**config.mk**
```make
export PLATFORM = sky130hd
export DESIGN_NAME = matrix_control
export DESIGN_NICKNAME = d
export VERILOG_FILES = /design/src/source/panel_geometry_pkg.sv /design/src/source/command_pkg.sv /design/src/source/command_decoder.sv /design/src/source/panel_settings.sv /design/src/source/pixel_writer.sv /design/src/source/panel_blanker.sv /design/src/source/ram_write_port.sv /design/src/source/matrix_control.sv
export VERILOG_INCLUDE_DIRS = /design/src /design/src/source
export SDC_FILE = /design/constraint.sdc
export NUM_CORES = 1
export LEC_CHECK = 0
export ABC_AREA = 1
export BUFFER_PORTS_ARGS = -buffer_cell sky130_fd_sc_hd__buf_2
export CORE_UTILIZATION = 30
export DETAILED_ROUTE_END_ITERATION = 10
export GPL_TIMING_DRIVEN = 0
export PLACE_DENSITY = 0.42
export SYNTH_ARGS = -nofsm -noshare
export SYNTH_HDL_FRONTEND = slang
export SYNTH_SLANG_ARGS = --single-unit
```
**constraint.sdc**
```tcl
create_clock -name clk_in -period 2.9 [get_ports clk_in]
set_input_delay 0.87 -clock clk_in [delete_from_list [all_inputs] [get_ports clk_in]]
set_output_delay 0.87 -clock clk_in [all_outputs]
set_load 0.005 [all_outputs]
```
**src/source/panel_macros.svh**
```systemverilog
// Panel geometry macros
// sizes of the 64x32 frame RAM, its address fields and the brightness planes
`ifndef PANEL_MACROS_SVH
`define PANEL_MACROS_SVH

`define PANEL_ROWS 32
`define PANEL_COLS 64

// two bytes per pixel
`define ROW_BITS 5
`define COL_BITS 6
`define BYTE_SEL_BITS 1
`define RAM_ADDR_BITS 12

`define DATA_BITS 8
`define BRIGHTNESS_LEVELS 6

`endif

```
**src/source/panel_geometry_pkg.sv**
```systemverilog
// Panel geometry types
// frame RAM address fields, pixel bytes and brightness plane enables
`include "panel_macros.svh"

package panel_geometry_pkg;

    typedef logic [`ROW_BITS-1:0] row_addr_t;
    typedef logic [`COL_BITS-1:0] col_addr_t;
    typedef logic [`BYTE_SEL_BITS-1:0] byte_sel_t;

    // {row, col, byte select}, row in the top bits
    typedef logic [`RAM_ADDR_BITS-1:0] ram_addr_t;

    typedef logic [`DATA_BITS-1:0] pixel_byte_t;
    typedef logic [`BRIGHTNESS_LEVELS-1:0] brightness_t;

endpackage

```
**src/source/command_pkg.sv**
```systemverilog
// Command set of the matrix controller
// ASCII opcodes, decoder states and the operations sent to the settings block
package command_pkg;

    typedef enum logic [7:0] {
        opc_red_on          = "R",
        opc_red_off         = "r",
        opc_green_on        = "G",
        opc_green_off       = "g",
        opc_blue_on         = "B",
        opc_blue_off        = "b",
        opc_plane_1         = "1",
        opc_plane_2         = "2",
        opc_plane_3         = "3",
        opc_plane_4         = "4",
        opc_plane_5         = "5",
        opc_plane_6         = "6",
        opc_all_off         = "0",
        opc_all_on          = "9",
        opc_load_brightness = "T",
        opc_pixel           = "P",
        opc_blank           = "Z"
    } cmd_opcode_t;

    typedef enum logic [1:0] {
        st_idle,
        st_read_brightness,
        st_read_pixel,
        st_blank
    } ctrl_state_t;

    typedef enum logic [3:0] {
        op_none,
        op_red_on,
        op_red_off,
        op_green_on,
        op_green_off,
        op_blue_on,
        op_blue_off,
        op_toggle_plane,
        op_all_off,
        op_all_on,
        op_load
    } setting_op_t;

endpackage

```
**src/source/command_decoder.sv**
```systemverilog
// Command decoder
// latches received bytes and dispatches them to settings, pixel writer and blanker
`timescale 1ns/10ps

module command_decoder
    import panel_geometry_pkg::*;
    import command_pkg::*;
(
    input  logic        clk_in,
    input  logic        reset,
    input  pixel_byte_t data_rx,
    input  logic        data_ready_n,
    input  logic        write_pending,
    input  logic        pixel_done,
    input  logic        blank_active,
    input  logic        blank_done,
    output setting_op_t setting_op,
    output pixel_byte_t setting_arg,
    output logic        arg_valid,
    output pixel_byte_t arg_byte,
    output logic        blank_start,
    output logic        busy,
    output logic        ready_for_data
);

    ctrl_state_t state;
    pixel_byte_t rx_byte;
    logic        rx_valid;
    logic        accept;

    assign accept = ~data_ready_n && ready_for_data;
    assign ready_for_data = ~(blank_active || write_pending);
    assign busy = (state != st_idle);

    // received byte and argument data
    always_ff @(posedge clk_in) begin
        if (accept) begin
            rx_byte <= data_rx;
        end
        if (rx_valid) begin
            arg_byte <= rx_byte;
            // digits carry the plane index and T carries the raw byte
            setting_arg <= (state == st_read_brightness) ? rx_byte : rx_byte - 8'h30;
        end
    end

    always_ff @(posedge clk_in) begin
        if (reset) begin
            state       <= st_idle;
            rx_valid    <= 1'b0;
            setting_op  <= op_none;
            arg_valid   <= 1'b0;
            blank_start <= 1'b0;
        end else begin
            rx_valid    <= accept;
            setting_op  <= op_none;
            arg_valid   <= 1'b0;
            blank_start <= 1'b0;
            case (state)
                st_idle: begin
                    if (rx_valid) begin
                        case (cmd_opcode_t'(rx_byte))
                            opc_red_on:    setting_op <= op_red_on;
                            opc_red_off:   setting_op <= op_red_off;
                            opc_green_on:  setting_op <= op_green_on;
                            opc_green_off: setting_op <= op_green_off;
                            opc_blue_on:   setting_op <= op_blue_on;
                            opc_blue_off:  setting_op <= op_blue_off;
                            opc_plane_1, opc_plane_2, opc_plane_3,
                            opc_plane_4, opc_plane_5, opc_plane_6: begin
                                setting_op <= op_toggle_plane;
                            end
                            opc_all_off:         setting_op <= op_all_off;
                            opc_all_on:          setting_op <= op_all_on;
                            opc_load_brightness: state <= st_read_brightness;
                            opc_pixel:           state <= st_read_pixel;
                            opc_blank: begin
                                state       <= st_blank;
                                blank_start <= 1'b1;
                            end
                            // unknown bytes are dropped
                            default: ;
                        endcase
                    end
                end
                st_read_brightness: begin
                    if (rx_valid) begin
                        setting_op <= op_load;
                        state      <= st_idle;
                    end
                end
                st_read_pixel: begin
                    arg_valid <= rx_valid;
                    if (pixel_done) begin
                        state <= st_idle;
                    end
                end
                st_blank: begin
                    if (blank_done) begin
                        state <= st_idle;
                    end
                end
                default: state <= st_idle;
            endcase
        end
    end

endmodule

```
**src/source/panel_settings.sv**
```systemverilog
// Panel settings
// colour-plane enables and brightness planes, the latter staged through a shadow
`timescale 1ns/10ps
`include "panel_macros.svh"

module panel_settings
    import panel_geometry_pkg::*;
    import command_pkg::*;
(
    input  logic        clk_in,
    input  logic        reset,
    input  setting_op_t setting_op,
    input  pixel_byte_t setting_arg,
    output logic [2:0]  rgb_enable,
    output brightness_t brightness_enable
);

    brightness_t brightness_shadow;
    brightness_t toggle_mask;

    // plane n sits at bit LEVELS - n
    assign toggle_mask = brightness_t'(1) << (`BRIGHTNESS_LEVELS - setting_arg);

    always_ff @(posedge clk_in) begin
        if (reset) begin
            rgb_enable        <= 3'b111;
            brightness_shadow <= '1;
            brightness_enable <= '1;
        end else begin
            brightness_enable <= brightness_shadow;
            case (setting_op)
                op_red_on:    rgb_enable[0] <= 1'b1;
                op_red_off:   rgb_enable[0] <= 1'b0;
                op_green_on:  rgb_enable[1] <= 1'b1;
                op_green_off: rgb_enable[1] <= 1'b0;
                op_blue_on:   rgb_enable[2] <= 1'b1;
                op_blue_off:  rgb_enable[2] <= 1'b0;
                op_toggle_plane: begin
                    // toggle against what is displayed now
                    brightness_shadow <= (brightness_shadow & ~toggle_mask)
                                       | (~brightness_enable & toggle_mask);
                end
                op_all_off: brightness_shadow <= '0;
                op_all_on:  brightness_shadow <= '1;
                op_load:    brightness_shadow <= setting_arg[`BRIGHTNESS_LEVELS-1:0];
                default: ;
            endcase
        end
    end

endmodule

```
**src/source/pixel_writer.sv**
```systemverilog
// Single pixel writer
// gathers row, column and two colour bytes, then writes both bytes of the pixel
`timescale 1ns/10ps
`include "panel_macros.svh"

module pixel_writer
    import panel_geometry_pkg::*;
(
    input  logic        clk_in,
    input  logic        reset,
    input  logic        arg_valid,
    input  pixel_byte_t arg_byte,
    output logic        wr_req,
    output ram_addr_t   wr_addr,
    output pixel_byte_t wr_data,
    output logic        write_pending,
    output logic        pixel_done
);

    logic [1:0]  arg_count;
    logic        write_hi;
    logic        write_lo;
    row_addr_t   row;
    col_addr_t   col;
    pixel_byte_t data_hi;
    pixel_byte_t data_lo;
    byte_sel_t   byte_sel;

    always_ff @(posedge clk_in) begin
        if (arg_valid) begin
            case (arg_count)
                2'd0:    row     <= arg_byte[`ROW_BITS-1:0];
                2'd1:    col     <= arg_byte[`COL_BITS-1:0];
                2'd2:    data_hi <= arg_byte;
                default: data_lo <= arg_byte;
            endcase
        end
    end

    always_ff @(posedge clk_in) begin
        if (reset) begin
            arg_count <= 2'd0;
            write_hi  <= 1'b0;
            write_lo  <= 1'b0;
        end else begin
            if (arg_valid) begin
                arg_count <= arg_count + 2'd1;
            end
            // high byte first, low byte on the next cycle
            write_hi <= arg_valid && (arg_count == 2'd3);
            write_lo <= write_hi;
        end
    end

    assign byte_sel      = write_lo ? byte_sel_t'(1) : byte_sel_t'(0);
    assign wr_req        = write_hi || write_lo;
    assign wr_addr       = {row, col, byte_sel};
    assign wr_data       = write_lo ? data_lo : data_hi;
    assign pixel_done    = write_lo;
    assign write_pending = write_hi || write_lo || (arg_valid && (arg_count == 2'd3));

endmodule

```
**src/source/panel_blanker.sv**
```systemverilog
// Panel blanker
// walks the whole frame RAM, one address per cycle, requesting zero writes
`timescale 1ns/10ps
`include "panel_macros.svh"

module panel_blanker
    import panel_geometry_pkg::*;
(
    input  logic      clk_in,
    input  logic      reset,
    input  logic      blank_start,
    output logic      wr_req,
    output ram_addr_t wr_addr,
    output logic      blank_active,
    output logic      blank_done
);

    localparam ram_addr_t LAST_ADDR =
        ram_addr_t'(`PANEL_ROWS * `PANEL_COLS * (1 << `BYTE_SEL_BITS) - 1);

    ram_addr_t addr;
    logic      active;

    always_ff @(posedge clk_in) begin
        if (reset) begin
            active <= 1'b0;
            addr   <= '0;
        end else if (blank_start) begin
            active <= 1'b1;
            addr   <= '0;
        end else if (active) begin
            addr <= addr + ram_addr_t'(1);
            if (addr == LAST_ADDR) begin
                active <= 1'b0;
            end
        end
    end

    assign wr_req       = active;
    assign wr_addr      = addr;
    assign blank_active = active;
    assign blank_done   = active && (addr == LAST_ADDR);

endmodule

```
**src/source/ram_write_port.sv**
```systemverilog
// Frame RAM write port
// picks the active writer and registers the RAM write signals
`timescale 1ns/10ps

module ram_write_port
    import panel_geometry_pkg::*;
(
    input  logic        clk_in,
    input  logic        reset,
    input  logic        pix_req,
    input  ram_addr_t   pix_addr,
    input  pixel_byte_t pix_data,
    input  logic        blank_req,
    input  ram_addr_t   blank_addr,
    output ram_addr_t   ram_address,
    output pixel_byte_t ram_data_out,
    output logic        ram_write_enable
);

    always_ff @(posedge clk_in) begin
        if (reset) begin
            ram_write_enable <= 1'b0;
        end else begin
            ram_write_enable <= blank_req || pix_req;
        end
    end

    // blanker has priority and always writes zero
    always_ff @(posedge clk_in) begin
        ram_address  <= blank_req ? blank_addr : pix_addr;
        ram_data_out <= blank_req ? '0 : pix_data;
    end

endmodule

```
**src/source/matrix_control.sv**
```systemverilog
// RGB LED matrix command controller
// decoder, executors and RAM write port in a three stage pipeline
`timescale 1ns/10ps

module matrix_control
    import panel_geometry_pkg::*;
    import command_pkg::*;
(
    input  logic        clk_in,
    input  logic        reset,
    input  pixel_byte_t data_rx,
    input  logic        data_ready_n,
    output logic [2:0]  rgb_enable,
    output brightness_t brightness_enable,
    output pixel_byte_t ram_data_out,
    output ram_addr_t   ram_address,
    output logic        ram_write_enable,
    output logic        busy,
    output logic        ready_for_data
);

    setting_op_t setting_op;
    pixel_byte_t setting_arg;
    logic        arg_valid;
    pixel_byte_t arg_byte;
    logic        blank_start;
    logic        blank_active;
    logic        blank_done;
    logic        write_pending;
    logic        pixel_done;
    logic        pix_req;
    ram_addr_t   pix_addr;
    pixel_byte_t pix_data;
    logic        blank_req;
    ram_addr_t   blank_addr;

    command_decoder command_decoder_inst (
        .clk_in         (clk_in),
        .reset          (reset),
        .data_rx        (data_rx),
        .data_ready_n   (data_ready_n),
        .write_pending  (write_pending),
        .pixel_done     (pixel_done),
        .blank_active   (blank_active),
        .blank_done     (blank_done),
        .setting_op     (setting_op),
        .setting_arg    (setting_arg),
        .arg_valid      (arg_valid),
        .arg_byte       (arg_byte),
        .blank_start    (blank_start),
        .busy           (busy),
        .ready_for_data (ready_for_data)
    );

    panel_settings panel_settings_inst (
        .clk_in            (clk_in),
        .reset             (reset),
        .setting_op        (setting_op),
        .setting_arg       (setting_arg),
        .rgb_enable        (rgb_enable),
        .brightness_enable (brightness_enable)
    );

    pixel_writer pixel_writer_inst (
        .clk_in        (clk_in),
        .reset         (reset),
        .arg_valid     (arg_valid),
        .arg_byte      (arg_byte),
        .wr_req        (pix_req),
        .wr_addr       (pix_addr),
        .wr_data       (pix_data),
        .write_pending (write_pending),
        .pixel_done    (pixel_done)
    );

    panel_blanker panel_blanker_inst (
        .clk_in       (clk_in),
        .reset        (reset),
        .blank_start  (blank_start),
        .wr_req       (blank_req),
        .wr_addr      (blank_addr),
        .blank_active (blank_active),
        .blank_done   (blank_done)
    );

    ram_write_port ram_write_port_inst (
        .clk_in           (clk_in),
        .reset            (reset),
        .pix_req          (pix_req),
        .pix_addr         (pix_addr),
        .pix_data         (pix_data),
        .blank_req        (blank_req),
        .blank_addr       (blank_addr),
        .ram_address      (ram_address),
        .ram_data_out     (ram_data_out),
        .ram_write_enable (ram_write_enable)
    );

endmodule

```
==> flow_summary.ini <==
[status]
status = complete, no violations

[global_route]
grt_max_degree = 18
grt-ovfl-total = 0
grt_use_total_pct = 13.2
antenna_found_initial = 0
grt_pass1_vias = 3188
grt_pass1_wl_mm = 15.9

[floorplanning]
core_um2 = 14600
core.rowCount = 44
die_height_um = 124
io_pins = 43
die-area_um2 = 15500
die_w_um = 124
initial_core_util_pct = 30.8

[route]
drt-wirelength-per-cell_um = 13.1
drt_wl_total_mm = 9.58
ant_nets = 0
dr.pass1.iters = 4
dr_total_vias = 3292
drc_errors = 0
viasPerCell = 4.51
drtIter0Drc = 249

[timing]
period_share_pct = 85.0
max_freq_mhz = 406
setup_slack_ns = 0.435
finalCriticalPeriod_ns = 2.46
rsz0062_at_grt = false
tightest_slew_ns = 1.13
relSlewSlack_pct = 24.0
maxSlewViolCount = 0
finalClockSkew_ns = 0.00913
final-hold-violation-count = 0
final-setup-viol-count = 0
fin_setup_tns_ns = 0

[clock_network]
cts_sinks = 109
clkTransAtPathRegs_ns = 0.07
clk_latency_ns = 0.35
holdBufCountCts = 0
cts_resized = 0
cts_made_buffers = 9
htreeDepth = 3
tritoncts = built
cts.path.max_buffers = 2
root_buffer = clkbuf_16
post_cts_buffers = 0

[setup_path]
required_ns = 2.03
reg2reg_slack_ns = 0.63
path_cells = buf_2 -> inv_1 -> buf_2 -> nand3_1 -> nor2_1 -> buf_2
startpoint = pixel_writer_inst.pixel_done
cp-end-kind = output port
crit_end = ready_for_data
reg2reg_depth = 5
critPathLaunchType = register
crit_type = register to output port
critPathArrivalTime_ns = 1.59
r2r_start = pixel_writer_inst.pixel_done
cp_max_fo = 10
slowest_delay_ns = 0.30
r2r-end = command_decoder_inst.rx_byte[7]
path_common_cell = buf_2
crit_path_top_delay_cell = dfxtp_1

[pwr]
pwr-share-comb_pct = 2.8
seq_power_share_pct = 57.2
total_power_mw = 2.86
p_sw_share_pct = 21.5
p_leak_nw = 2.17
p_per_area_nw_per_um2 = 549
power.switching_mw = 0.616
p_int_mw = 2.25
ir_worst_vdd_mv = 0.261
p_clk_share_pct = 40.0

[placed_design]
io_buffers = 42
preCtsSetupSlack_ns = 0.547
dp_hpwl_mm = 6.94
gp_congestion = 0.769

[synthesis]
ys_seq_area_share_pct = 58.9
avgSynthCellArea_um2 = 9.22
yosysWarnings = 0
synth_cell_type_count = 34
syn-num-nets = 509
synth_area_um2 = 4500
syn_inst = 488
ys_ff_latch = 109

[finish]
antenna_cells = 0
layout_common_cells = nand2_1, dfxtp_1, inv_1
final_common_cell = nand2_1
syn_to_final_growth_pct = 15.8
layout.nets = 562
drive_gt1_share_pct = 16.8

[hold_path]
worstHoldPathType = register to register

[flow_run]
drv_cap = 0
==> cells by family (layout without fill, tap and decap cells) <==
family	Yosys count	in the layout	synth area share [%]
xor gates and xnor gates	3	3	0.584
and+or+nand+nor	228	228	23.4
AOI/OAI and AO/OA	63	63	7.65
DFF	109	109	58.9
adders and majority gates	10	10	2.78
buffers and inverters	75	133	6.70
==> synthesized netlist by cell type <==
library cell / count / area share [%]
a31oi_1: 3 / 0.42
a211oi_1: 2 / 0.33
dfxtp_1: 62 / 28
o211ai_1: 2 / 0.33
nand4_1: 4 / 0.56
nor2_4: 3 / 0.75
nand3_2: 2 / 0.44
a22oi_1: 3 / 0.50
nand3_4: 1 / 0.39
nor3_1: 7 / 0.78
inv_1: 61 / 5.1
xor2_1: 3 / 0.58
o21a_1: 2 / 0.33
nor3_4: 1 / 0.36
inv_2: 4 / 0.33
clkbuf_1: 3 / 0.25
o21bai_1: 1 / 0.17
nand3_1: 42 / 4.7
nor2_2: 8 / 1.1
o21ai_1: 4 / 0.44
nand2_1: 87 / 7.3
buf_4: 2 / 0.33
o21ai_0: 30 / 3.3
nor4_1: 3 / 0.42
edfxtp_1: 47 / 31
clkbuf_2: 1 / 0.11
nor2_1: 59 / 4.9
nand2_2: 1 / 0.14
a21oi_1: 16 / 1.8
buf_6: 1 / 0.25
or2_2: 8 / 1.1
buf_2: 3 / 0.33
nor3_2: 2 / 0.44
ha_1: 10 / 2.8
==> metrics by stage <==
step	utilization [%]	std cells	hold WS [ns]	instance area, µm²
after global routing	35.7	730	0.457	5210
after CTS	35.7	730	0.451	5210
after global placement	33.9	714	0.430	4940
final	35.7	730	0.449	5210
after detailed placement	33.9	714	0.434	4940
after floorplan	-	488	0.412	4500
==> power groups by stage <==
stage / clock network, mW / registers (mW) / logic (mW)
after floorplan: 0 / 1.66 / 0.0561
after global placement: 0 / 1.67 / 0.0817
after detailed placement: 0 / 1.67 / 0.0817
after CTS: 1.19 / 1.64 / 0.0824
after global routing: 1.24 / 1.64 / 0.0939
final: 1.14 / 1.64 / 0.0809
==> critical path: cells and delay by family, from the launching register on <==
family | cells | cell delay [ns]
and+or+nand+nor | 2 | 0.33
buffers and inverters | 4 | 0.63
DFF | 1 | 0.30
==> routing by layer <==
layer / part of all wire (%) / vias up / global-route usage, %
met4: 1.6 / 0 / 6.66
met1: 49 / 1534 / 17.1
met5: 0 / - / 0
met3: 3.1 / 9 / 2.41
met2: 46 / 46 / 20.9
li1: - / 1703 / -
==> area by class of cell <==
type                       instances  area (µm²)
timing repair buffer              42         210
sequential                       109        2650
inverter                          65         244
buffer                            10        57.6
fill                            1518        9380
clock buffer                      12         246
tap                              184         230
multi-input combinational        304        1550
clock inverter                     4        25.0
==> worst min-delay path by stage <==
stage,endpoint,cells past startpoint,startpoint,slack [ns]
after floorplan,ram_write_port_inst.ram_address[11],2,pixel_writer_inst.row[4],0.41
final,panel_settings_inst.brightness_enable[1],1,register,0.45
after global routing,panel_settings_inst.brightness_enable[2],1,register,0.46
after CTS,panel_settings_inst.brightness_enable[4],1,register,0.45
after global placement,panel_settings_inst.brightness_enable[4],1,register,0.43
after detailed placement,panel_settings_inst.brightness_enable[4],1,register,0.43
==> state kept, by name, indices dropped and copies added (netlist names), 2 cells and up, named ones only <==
| signal | count |
|---|---|
| command_decoder_inst.state | 2 |
| panel_settings_inst.rgb_enable | 3 |
| pixel_writer_inst.data_hi | 8 |
| pixel_writer_inst.row | 5 |
| command_decoder_inst.arg_byte | 8 |
| command_decoder_inst.setting_op | 4 |
| ram_write_port_inst.ram_address | 12 |
| pixel_writer_inst.data_lo | 8 |
| panel_blanker_inst.wr_addr | 12 |
| pixel_writer_inst.arg_count | 2 |
| command_decoder_inst.rx_byte | 8 |
| panel_settings_inst.brightness_enable | 6 |
| command_decoder_inst.setting_arg | 4 |
| ram_write_port_inst.ram_data_out | 8 |
| pixel_writer_inst.col | 6 |
(Power assumes the default switching activity.)
